===== src/verilog/axil_pkg.sv =====
package axil_pkg;

    // Byte address on the host port.
    typedef logic [15:0] addr_t;

    // One register word.
    typedef logic [31:0] data_t;

    // Write byte enables, one per data byte.
    typedef logic [3:0] strb_t;

    // AXI response code.
    typedef logic [1:0] resp_t;

    localparam resp_t RESP_OKAY   = 2'b00;
    localparam resp_t RESP_SLVERR = 2'b10;

endpackage


===== src/verilog/fall_through_register.sv =====
`timescale 1ns/1ps

module fall_through_register #(
    parameter int unsigned WIDTH = 8
) (
    input  logic             clk_i,
    input  logic             rst_i,

    input  logic             valid_i,
    output logic             ready_o,
    input  logic [WIDTH-1:0] data_i,

    output logic             valid_o,
    input  logic             ready_i,
    output logic [WIDTH-1:0] data_o
);

    logic             full_q;
    logic [WIDTH-1:0] data_q;
    logic             capture;

    // Store only when the item cannot pass straight through.
    assign capture = valid_i && !full_q && !ready_i;

    assign ready_o = !full_q;
    assign valid_o = full_q || valid_i;
    assign data_o  = full_q ? data_q : data_i;

    always_ff @(posedge clk_i) begin
        if (rst_i) begin
            full_q <= 1'b0;
        end else if (capture) begin
            full_q <= 1'b1;
        end else if (full_q && ready_i) begin
            full_q <= 1'b0;
        end
    end

    always_ff @(posedge clk_i) begin
        if (capture) begin
            data_q <= data_i;
        end
    end

endmodule


===== src/verilog/axil_fall_through.sv =====
`timescale 1ns/1ps

module axil_fall_through #(
    parameter bit BYPASS_AW = 1'b0,
    parameter bit BYPASS_W  = 1'b0,
    parameter bit BYPASS_B  = 1'b0,
    parameter bit BYPASS_AR = 1'b0,
    parameter bit BYPASS_R  = 1'b0
) (
    input  logic            clk_i,
    input  logic            rst_i,

    input  logic            aw_valid_i,
    output logic            aw_ready_o,
    input  axil_pkg::addr_t aw_addr_i,

    input  logic            w_valid_i,
    output logic            w_ready_o,
    input  axil_pkg::data_t w_data_i,
    input  axil_pkg::strb_t w_strb_i,

    output logic            b_valid_o,
    input  logic            b_ready_i,
    output axil_pkg::resp_t b_resp_o,

    input  logic            ar_valid_i,
    output logic            ar_ready_o,
    input  axil_pkg::addr_t ar_addr_i,

    output logic            r_valid_o,
    input  logic            r_ready_i,
    output axil_pkg::data_t r_data_o,
    output axil_pkg::resp_t r_resp_o,

    output logic            m_aw_valid_o,
    input  logic            m_aw_ready_i,
    output axil_pkg::addr_t m_aw_addr_o,

    output logic            m_w_valid_o,
    input  logic            m_w_ready_i,
    output axil_pkg::data_t m_w_data_o,
    output axil_pkg::strb_t m_w_strb_o,

    input  logic            m_b_valid_i,
    output logic            m_b_ready_o,
    input  axil_pkg::resp_t m_b_resp_i,

    output logic            m_ar_valid_o,
    input  logic            m_ar_ready_i,
    output axil_pkg::addr_t m_ar_addr_o,

    input  logic            m_r_valid_i,
    output logic            m_r_ready_o,
    input  axil_pkg::data_t m_r_data_i,
    input  axil_pkg::resp_t m_r_resp_i
);

    localparam int unsigned AW_W = $bits(axil_pkg::addr_t);
    localparam int unsigned W_W  = $bits(axil_pkg::data_t) + $bits(axil_pkg::strb_t);
    localparam int unsigned B_W  = $bits(axil_pkg::resp_t);
    localparam int unsigned AR_W = $bits(axil_pkg::addr_t);
    localparam int unsigned R_W  = $bits(axil_pkg::data_t) + $bits(axil_pkg::resp_t);

    // Channel payloads packed into one word each.
    logic [AW_W-1:0] aw_in, aw_out;
    logic [W_W-1:0]  w_in,  w_out;
    logic [B_W-1:0]  b_in,  b_out;
    logic [AR_W-1:0] ar_in, ar_out;
    logic [R_W-1:0]  r_in,  r_out;

    assign aw_in = aw_addr_i;
    assign w_in  = {w_data_i, w_strb_i};
    assign b_in  = m_b_resp_i;
    assign ar_in = ar_addr_i;
    assign r_in  = {m_r_data_i, m_r_resp_i};

    assign m_aw_addr_o             = aw_out;
    assign {m_w_data_o, m_w_strb_o} = w_out;
    assign b_resp_o                = b_out;
    assign m_ar_addr_o             = ar_out;
    assign {r_data_o, r_resp_o}    = r_out;

    generate
        if (BYPASS_AW) begin : g_aw_wire
            assign m_aw_valid_o = aw_valid_i;
            assign aw_ready_o   = m_aw_ready_i;
            assign aw_out       = aw_in;
        end else begin : g_aw_buf
            fall_through_register #(.WIDTH(AW_W)) u_aw (
                .clk_i   (clk_i),
                .rst_i   (rst_i),
                .valid_i (aw_valid_i),
                .ready_o (aw_ready_o),
                .data_i  (aw_in),
                .valid_o (m_aw_valid_o),
                .ready_i (m_aw_ready_i),
                .data_o  (aw_out)
            );
        end

        if (BYPASS_W) begin : g_w_wire
            assign m_w_valid_o = w_valid_i;
            assign w_ready_o   = m_w_ready_i;
            assign w_out       = w_in;
        end else begin : g_w_buf
            fall_through_register #(.WIDTH(W_W)) u_w (
                .clk_i   (clk_i),
                .rst_i   (rst_i),
                .valid_i (w_valid_i),
                .ready_o (w_ready_o),
                .data_i  (w_in),
                .valid_o (m_w_valid_o),
                .ready_i (m_w_ready_i),
                .data_o  (w_out)
            );
        end

        // Responses flow from the bank back to the host.
        if (BYPASS_B) begin : g_b_wire
            assign b_valid_o   = m_b_valid_i;
            assign m_b_ready_o = b_ready_i;
            assign b_out       = b_in;
        end else begin : g_b_buf
            fall_through_register #(.WIDTH(B_W)) u_b (
                .clk_i   (clk_i),
                .rst_i   (rst_i),
                .valid_i (m_b_valid_i),
                .ready_o (m_b_ready_o),
                .data_i  (b_in),
                .valid_o (b_valid_o),
                .ready_i (b_ready_i),
                .data_o  (b_out)
            );
        end

        if (BYPASS_AR) begin : g_ar_wire
            assign m_ar_valid_o = ar_valid_i;
            assign ar_ready_o   = m_ar_ready_i;
            assign ar_out       = ar_in;
        end else begin : g_ar_buf
            fall_through_register #(.WIDTH(AR_W)) u_ar (
                .clk_i   (clk_i),
                .rst_i   (rst_i),
                .valid_i (ar_valid_i),
                .ready_o (ar_ready_o),
                .data_i  (ar_in),
                .valid_o (m_ar_valid_o),
                .ready_i (m_ar_ready_i),
                .data_o  (ar_out)
            );
        end

        if (BYPASS_R) begin : g_r_wire
            assign r_valid_o   = m_r_valid_i;
            assign m_r_ready_o = r_ready_i;
            assign r_out       = r_in;
        end else begin : g_r_buf
            fall_through_register #(.WIDTH(R_W)) u_r (
                .clk_i   (clk_i),
                .rst_i   (rst_i),
                .valid_i (m_r_valid_i),
                .ready_o (m_r_ready_o),
                .data_i  (r_in),
                .valid_o (r_valid_o),
                .ready_i (r_ready_i),
                .data_o  (r_out)
            );
        end
    endgenerate

endmodule


===== src/verilog/axil_reg_bank.sv =====
`timescale 1ns/1ps

module axil_reg_bank #(
    parameter int unsigned NUM_REGS = 16
) (
    input  logic            clk_i,
    input  logic            rst_i,

    input  logic            aw_valid_i,
    output logic            aw_ready_o,
    input  axil_pkg::addr_t aw_addr_i,

    input  logic            w_valid_i,
    output logic            w_ready_o,
    input  axil_pkg::data_t w_data_i,
    input  axil_pkg::strb_t w_strb_i,

    output logic            b_valid_o,
    input  logic            b_ready_i,
    output axil_pkg::resp_t b_resp_o,

    input  logic            ar_valid_i,
    output logic            ar_ready_o,
    input  axil_pkg::addr_t ar_addr_i,

    output logic            r_valid_o,
    input  logic            r_ready_i,
    output axil_pkg::data_t r_data_o,
    output axil_pkg::resp_t r_resp_o
);

    localparam int unsigned IDX_W  = (NUM_REGS > 1) ? $clog2(NUM_REGS) : 1;
    localparam int unsigned WORD_W = $bits(axil_pkg::addr_t) - 2;
    localparam int unsigned NBYTES = $bits(axil_pkg::strb_t);

    axil_pkg::data_t regs_q [NUM_REGS];

    logic [WORD_W-1:0] wr_word;
    logic [WORD_W-1:0] rd_word;
    logic              wr_in_range;
    logic              rd_in_range;
    logic              wr_fire;
    logic              rd_fire;

    logic              b_pending_q;
    axil_pkg::resp_t   b_resp_q;
    logic              r_pending_q;
    axil_pkg::data_t   r_data_q;
    axil_pkg::resp_t   r_resp_q;
    axil_pkg::data_t   rd_word_data;

    // Word index is the byte address over four.
    assign wr_word     = aw_addr_i[$bits(axil_pkg::addr_t)-1:2];
    assign rd_word     = ar_addr_i[$bits(axil_pkg::addr_t)-1:2];
    assign wr_in_range = wr_word < NUM_REGS;
    assign rd_in_range = rd_word < NUM_REGS;

    // AW and W are taken together, and only with the B slot free.
    assign wr_fire    = aw_valid_i && w_valid_i && !b_pending_q;
    assign aw_ready_o = wr_fire;
    assign w_ready_o  = wr_fire;

    assign ar_ready_o = !r_pending_q;
    assign rd_fire    = ar_valid_i && !r_pending_q;

    assign b_valid_o = b_pending_q;
    assign b_resp_o  = b_resp_q;
    assign r_valid_o = r_pending_q;
    assign r_data_o  = r_data_q;
    assign r_resp_o  = r_resp_q;

    always_ff @(posedge clk_i) begin
        if (rst_i) begin
            for (int i = 0; i < NUM_REGS; i++) begin
                regs_q[i] <= '0;
            end
        end else if (wr_fire && wr_in_range) begin
            for (int b = 0; b < NBYTES; b++) begin
                if (w_strb_i[b]) begin
                    regs_q[wr_word[IDX_W-1:0]][8*b +: 8] <= w_data_i[8*b +: 8];
                end
            end
        end
    end

    // Write response.
    always_ff @(posedge clk_i) begin
        if (rst_i) begin
            b_pending_q <= 1'b0;
        end else if (wr_fire) begin
            b_pending_q <= 1'b1;
        end else if (b_ready_i) begin
            b_pending_q <= 1'b0;
        end
    end

    always_ff @(posedge clk_i) begin
        if (wr_fire) begin
            b_resp_q <= wr_in_range ? axil_pkg::RESP_OKAY : axil_pkg::RESP_SLVERR;
        end
    end

    // Out of range reads as zero.
    always_comb begin
        rd_word_data = '0;
        if (rd_in_range) begin
            rd_word_data = regs_q[rd_word[IDX_W-1:0]];
        end
    end

    always_ff @(posedge clk_i) begin
        if (rst_i) begin
            r_pending_q <= 1'b0;
        end else if (rd_fire) begin
            r_pending_q <= 1'b1;
        end else if (r_ready_i) begin
            r_pending_q <= 1'b0;
        end
    end

    always_ff @(posedge clk_i) begin
        if (rd_fire) begin
            r_data_q <= rd_word_data;
            r_resp_q <= rd_in_range ? axil_pkg::RESP_OKAY : axil_pkg::RESP_SLVERR;
        end
    end

endmodule


===== src/verilog/axil_buffered_regs.sv =====
`timescale 1ns/1ps

module axil_buffered_regs #(
    parameter int unsigned NUM_REGS  = 16,
    parameter bit          BYPASS_AW = 1'b0,
    parameter bit          BYPASS_W  = 1'b0,
    parameter bit          BYPASS_B  = 1'b0,
    parameter bit          BYPASS_AR = 1'b0,
    parameter bit          BYPASS_R  = 1'b0
) (
    input  logic            clk_i,
    input  logic            rst_i,

    input  logic            aw_valid_i,
    output logic            aw_ready_o,
    input  axil_pkg::addr_t aw_addr_i,

    input  logic            w_valid_i,
    output logic            w_ready_o,
    input  axil_pkg::data_t w_data_i,
    input  axil_pkg::strb_t w_strb_i,

    output logic            b_valid_o,
    input  logic            b_ready_i,
    output axil_pkg::resp_t b_resp_o,

    input  logic            ar_valid_i,
    output logic            ar_ready_o,
    input  axil_pkg::addr_t ar_addr_i,

    output logic            r_valid_o,
    input  logic            r_ready_i,
    output axil_pkg::data_t r_data_o,
    output axil_pkg::resp_t r_resp_o
);

    // Cut to bank.
    logic            bank_aw_valid, bank_aw_ready;
    axil_pkg::addr_t bank_aw_addr;
    logic            bank_w_valid, bank_w_ready;
    axil_pkg::data_t bank_w_data;
    axil_pkg::strb_t bank_w_strb;
    logic            bank_b_valid, bank_b_ready;
    axil_pkg::resp_t bank_b_resp;
    logic            bank_ar_valid, bank_ar_ready;
    axil_pkg::addr_t bank_ar_addr;
    logic            bank_r_valid, bank_r_ready;
    axil_pkg::data_t bank_r_data;
    axil_pkg::resp_t bank_r_resp;

    axil_fall_through #(
        .BYPASS_AW (BYPASS_AW),
        .BYPASS_W  (BYPASS_W),
        .BYPASS_B  (BYPASS_B),
        .BYPASS_AR (BYPASS_AR),
        .BYPASS_R  (BYPASS_R)
    ) u_cut (
        .clk_i        (clk_i),
        .rst_i        (rst_i),
        .aw_valid_i   (aw_valid_i),
        .aw_ready_o   (aw_ready_o),
        .aw_addr_i    (aw_addr_i),
        .w_valid_i    (w_valid_i),
        .w_ready_o    (w_ready_o),
        .w_data_i     (w_data_i),
        .w_strb_i     (w_strb_i),
        .b_valid_o    (b_valid_o),
        .b_ready_i    (b_ready_i),
        .b_resp_o     (b_resp_o),
        .ar_valid_i   (ar_valid_i),
        .ar_ready_o   (ar_ready_o),
        .ar_addr_i    (ar_addr_i),
        .r_valid_o    (r_valid_o),
        .r_ready_i    (r_ready_i),
        .r_data_o     (r_data_o),
        .r_resp_o     (r_resp_o),
        .m_aw_valid_o (bank_aw_valid),
        .m_aw_ready_i (bank_aw_ready),
        .m_aw_addr_o  (bank_aw_addr),
        .m_w_valid_o  (bank_w_valid),
        .m_w_ready_i  (bank_w_ready),
        .m_w_data_o   (bank_w_data),
        .m_w_strb_o   (bank_w_strb),
        .m_b_valid_i  (bank_b_valid),
        .m_b_ready_o  (bank_b_ready),
        .m_b_resp_i   (bank_b_resp),
        .m_ar_valid_o (bank_ar_valid),
        .m_ar_ready_i (bank_ar_ready),
        .m_ar_addr_o  (bank_ar_addr),
        .m_r_valid_i  (bank_r_valid),
        .m_r_ready_o  (bank_r_ready),
        .m_r_data_i   (bank_r_data),
        .m_r_resp_i   (bank_r_resp)
    );

    axil_reg_bank #(
        .NUM_REGS (NUM_REGS)
    ) u_bank (
        .clk_i      (clk_i),
        .rst_i      (rst_i),
        .aw_valid_i (bank_aw_valid),
        .aw_ready_o (bank_aw_ready),
        .aw_addr_i  (bank_aw_addr),
        .w_valid_i  (bank_w_valid),
        .w_ready_o  (bank_w_ready),
        .w_data_i   (bank_w_data),
        .w_strb_i   (bank_w_strb),
        .b_valid_o  (bank_b_valid),
        .b_ready_i  (bank_b_ready),
        .b_resp_o   (bank_b_resp),
        .ar_valid_i (bank_ar_valid),
        .ar_ready_o (bank_ar_ready),
        .ar_addr_i  (bank_ar_addr),
        .r_valid_o  (bank_r_valid),
        .r_ready_i  (bank_r_ready),
        .r_data_o   (bank_r_data),
        .r_resp_o   (bank_r_resp)
    );

endmodule


===== config.mk =====
export PLATFORM = sky130hd
export DESIGN_NAME = axil_buffered_regs
export DESIGN_NICKNAME = d
export VERILOG_FILES = /design/src/verilog/axil_pkg.sv /design/src/verilog/fall_through_register.sv /design/src/verilog/axil_fall_through.sv /design/src/verilog/axil_reg_bank.sv /design/src/verilog/axil_buffered_regs.sv
export SDC_FILE = /design/constraint.sdc
export NUM_CORES = 1
export LEC_CHECK = 0
export BUFFER_PORTS_ARGS = -buffer_cell sky130_fd_sc_hd__clkbuf_2
export CAP_MARGIN = 25
export CORE_UTILIZATION = 40
export CTS_BUF_LIST = sky130_fd_sc_hd__clkbuf_4 sky130_fd_sc_hd__clkbuf_8
export CTS_CLUSTER_SIZE = 10
export DETAILED_ROUTE_END_ITERATION = 6
export HOLD_SLACK_MARGIN = 0.02
export SLEW_MARGIN = 20
export SYNTH_ARGS = -nofsm -noshare
export SYNTH_HDL_FRONTEND = slang
export SYNTH_SLANG_ARGS = --single-unit

===== constraint.sdc =====
create_clock -name clk_i -period 4.1 [get_ports clk_i]
set_clock_uncertainty 0.2 [all_clocks]
set_input_delay 0.41 -clock clk_i [delete_from_list [all_inputs] [get_ports clk_i]]
set_output_delay 0.41 -clock clk_i [all_outputs]
set_load 0.01 [all_outputs]

==> results.py <==
metrics = {
    "logic_synthesis": {
        "synth-seq-cells": 651,
        "synth_compound_area_frac": 0.1412,
        "post_synth_mux_area_share": 0.01339,
        "synth_area_per_cell_sq_um": 10.93,
        "synth_top_family_by_area": "simple AND/OR/NAND/NOR gates",
        "yosys_most_used_dff": "sky130_fd_sc_hd__edfxtp_1",
        "synth_xor_area_frac": 0,
        "synth_enable_flop_cells": 644,
        "synth_cells": 2965,
        "synthAdderAreaFrac": 0,
        "post_synth_and_or_nand_nor_area_fraction": 0.2079,
        "yosys.cell_types.count": 41,
        "yosysSeqAreaShare": 0.6009,
        "synth_warnings": 0,
        "netlist_area_sq_mm": 0.03242,
        "synthArstFlopShare": 0,
    },
    "floorplan": {
        "die-area_sq_mm": 0.08218,
        "io_pins": 116,
        "core.rowCount": 104,
        "die_height_um": 286.7,
        "core_sq_mm": 0.08042,
        "floorplan.initialDensity": 0.4031,
        "die_w_um": 286.7,
    },
    "route": {
        "drt_iter0_drc": 2290,
        "post_drt_via_cell_ratio": 5.762,
        "drcViolationCount": 0,
        "routed-via-count": 24280,
        "total_routed_wirelength_mm": 98.30,
        "drtAntennaViolNets": 0,
        "detail_route.first_pass.iterations": 6,
        "wl_per_cell_um": 23.33,
    },
    "pwr": {
        "power_density_mw_per_mm2": 404.0,
        "power.leakage_nw": 12.19,
        "vdd_drop_max_mv": 0.2693,
    },
    "setup_path": {
        "worst_path_dominant_cell_family": "flip-flops",
        "worst_ep_arrival_time_ns": 3.75,
        "max_stage_delay_ns": 0.93,
        "crit_buf_inv": 2,
        "critPathRequiredTime_ns": 4.36,
        "reg2reg_from": "u_cut.g_ar_buf.u_ar.full_q$_SDFFE_PP0P_",
        "worstSetupStartpointType": "flip-flop",
        "timing.critical_path.from": "u_cut.g_ar_buf.u_ar.full_q$_SDFFE_PP0P_",
        "critical_path_capture_point_type": "flip-flop",
        "worstPathCellList": "inv_1 > nor4_1 > a31oi_4 > buf_4 > a31oi_1",
        "slowest_stage_cell_cp": "sky130_fd_sc_hd__dfxtp_1",
        "cp_max_fo": 18,
        "path_class": "flip-flop to flip-flop",
    },
    "placement": {
        "placement.io_buffers": 109,
        "dp_slack_ns": 0.6643,
        "post-dp-hpwl_mm": 60.89,
        "routability_congestion_estimate_from_global_placement": 0.8821,
    },
    "timing": {
        "final-max-slew-violation-count": 0,
        "max_slew_margin": 0.3767,
        "min_period_ns": 3.484,
        "max_freq_ghz": 0.2870,
        "final.setup.worst_slack_ns": 0.6155,
        "final_hold_violation_count": 0,
        "timing.final.crit_share": 0.8499,
        "setup_total_negative_slack_ns": 0,
        "rsz0062_at_grt": "no",
        "finalSetupViolations": 0,
        "worst_pin_slew_ns": 0.9327,
    },
    "cts": {
        "clock_latency_ns": 0.71,
        "total_number_of_clock_tree_sinks": 651,
        "cts_resized": 0,
        "ctsRootBufferMaster": "sky130_fd_sc_hd__clkbuf_8",
        "cts.reportedPaths.clkPinSlew_ns": 0.06,
        "tritoncts.num_buffers": 111,
        "clock_path_buffers": 3,
        "tritoncts_clock_tree": "done",
        "clock_tree.htree_level_count": 3,
    },
    "job": {
        "timing.max_cap.violations": 0,
    },
    "global_routing": {
        "grt_first_pass_wirelength_mm": 145.7,
        "grt_util_all_layers": 0.2363,
        "grt_antenna_before_repair": 2,
        "largest_net_degree_at_the_start_of_global_routing": 158,
        "first_global_vias": 24100,
        "gr-total-overflow": 0,
    },
    "outcome": {
        "outcome": "finished clean",
    },
    "min_path": {
        "hold_path.startpoint": "w_valid_i",
        "worstHoldPathType": "input pin to flip-flop",
    },
    "final_layout": {
        "total_number_of_nets_in_the_final_design": 3135,
        "area_growth_pct": 13.41,
        "final_layout_size_suffix_gt1_frac": 0.1349,
        "layout.filler_cells": 7366,
    },
}
Yosys cell counts, types with 3 or more instances:
cell type | n | area share
sky130_fd_sc_hd__clkbuf_1 | 174 | 0.020
sky130_fd_sc_hd__and3_1 | 18 | 0.0035
sky130_fd_sc_hd__dfxtp_1 | 7 | 0.0043
sky130_fd_sc_hd__nand2_1 | 137 | 0.016
sky130_fd_sc_hd__nand3_1 | 38 | 0.0059
sky130_fd_sc_hd__o21ai_0 | 33 | 0.0051
sky130_fd_sc_hd__nor4_1 | 8 | 0.0015
sky130_fd_sc_hd__o32ai_2 | 4 | 0.0020
sky130_fd_sc_hd__or3_1 | 64 | 0.012
sky130_fd_sc_hd__a21o_1 | 64 | 0.015
sky130_fd_sc_hd__a22oi_1 | 192 | 0.044
sky130_fd_sc_hd__buf_2 | 78 | 0.012
sky130_fd_sc_hd__buf_4 | 5 | 0.0012
sky130_fd_sc_hd__o22ai_1 | 160 | 0.031
sky130_fd_sc_hd__nor2b_1 | 132 | 0.025
sky130_fd_sc_hd__nand3_2 | 11 | 0.0034
sky130_fd_sc_hd__a21oi_1 | 97 | 0.015
sky130_fd_sc_hd__nor3_1 | 8 | 0.0012
sky130_fd_sc_hd__a31oi_1 | 34 | 0.0066
sky130_fd_sc_hd__or2_2 | 3 | 0.00058
sky130_fd_sc_hd__buf_6 | 3 | 0.0010
sky130_fd_sc_hd__edfxtp_1 | 644 | 0.60
sky130_fd_sc_hd__nor2_1 | 525 | 0.061
sky130_fd_sc_hd__o31a_1 | 32 | 0.0086
sky130_fd_sc_hd__mux2i_1 | 4 | 0.0012
sky130_fd_sc_hd__nor3b_1 | 6 | 0.0014
sky130_fd_sc_hd__inv_1 | 8 | 0.00093
sky130_fd_sc_hd__mux2_2 | 35 | 0.012
sky130_fd_sc_hd__buf_1 | 8 | 0.00093
sky130_fd_sc_hd__a221o_1 | 32 | 0.0099
sky130_fd_sc_hd__nand2b_1 | 388 | 0.075
sequential cells by signal (all words and copies together) (netlist names), 14 cells and up:
name / count
u_cut.g_aw_buf.u_aw.data_q: 14
u_cut.g_r_buf.u_r.data_q: 33
u_cut.g_w_buf.u_w.data_q: 36
u_bank.r_data_o: 32
u_cut.g_ar_buf.u_ar.data_q: 14
u_bank.regs_q: 512
through the flow:
step	instance area [sq um]	hold WS, ns	total power, mW	utilization	instances
floorplan	32420	0.2222	8.710	-	2966
global placement	33910	0.2345	9.178	0.4217	3936
detailed placement	33910	0.2359	9.225	0.4217	3936
CTS	36730	0.04063	14.93	0.4567	4208
global route	36760	0.1297	15.36	0.4571	4211
finish	36760	0.07021	14.85	0.4572	4213
path summary, 6_finish.rpt:
path	end	slack [ns]	depth (start not counted)
max	u_bank.r_data_o[25]$_SDFFCE_PP0P_	0.62	5
min	u_bank.b_valid_o$_SDFFE_PP0P_	0.07	5
max reg2reg	u_bank.r_data_o[25]$_SDFFCE_PP0P_	0.62	5
min reg2reg	u_cut.g_r_buf.u_r.data_q[6]$_DFFE_PP_	0.25	0
repair_timing:
item                                   in CTS  in global routing
buffers inserted                            0                  0
endpoints found under the hold margin     110                  0
hold buffers                               69                  0
cell families (layout without fill, tap and decap cells):
group / Yosys count / after routing
buffers and inverters: 278 / 462
DFF: 651 / 651
other: 1 / 5
and+or+nand+nor: 1341 / 1341
muxes: 39 / 39
AOI/OAI and AO/OA: 655 / 655
layer usage:
layer,vias to the layer above,GRT usage,routed length (um)
met5,-,0,0
met4,0,0.08449,2716
met3,200,0.05040,8851
met2,1128,0.3858,45900
met1,12000,0.3095,40830
li1,10950,-,-
final cells by class:
class	instances	area, sq um	share of cell area
multi-input combinational	2037	11870	0.3229
clock inverter	50	245.2	0.006671
tap	1060	1326	0.03608
inverter	10	37.54	0.001021
sequential	651	19480	0.5299
timing repair buffer	249	1913	0.05204
clock buffer	153	1881	0.05115
antenna	3	7.507	0.0002042
cells in the final DEF, fill, tap and decap left out, drive strengths merged, types with 6 or more instances in the layout:
| cell | n |
|---|---|
| a221o | 32 |
| clkbuf | 261 |
| buf | 72 |
| mux2 | 35 |
| a22oi | 192 |
| dlygate4sd3 | 69 |
| clkinv | 44 |
| or3 | 64 |
| o21ai | 33 |
| nand2b | 388 |
| and3 | 18 |
| inv | 11 |
| nor2b | 132 |
| a31oi | 34 |
| o31a | 32 |
| nor2 | 525 |
| dfxtp | 7 |
| nand3 | 49 |
| o32ai | 6 |
| nor3b | 6 |
| nor4 | 9 |
| edfxtp | 644 |
| nor3 | 8 |
| a21o | 64 |
| a21oi | 97 |
| o22ai | 162 |
| nand2 | 137 |
tightest hold or removal path, delay by kind of cell:
family	cells	cell delay, ns
buffers and inverters	1	0.08
AOI/OAI and AO/OA	1	0.12
and+or+nand+nor	3	0.33
report_power, final:
group          switching, mW  total, mW  leakage (nW)  internal (mW)
Sequential             0.134       7.71          6.56           7.57
Clock                   2.68       5.69          1.12           3.01
Combinational          0.920       1.46          4.51          0.539
Total                   3.73       14.9          12.2           11.1
(Power assumes the default switching activity.)
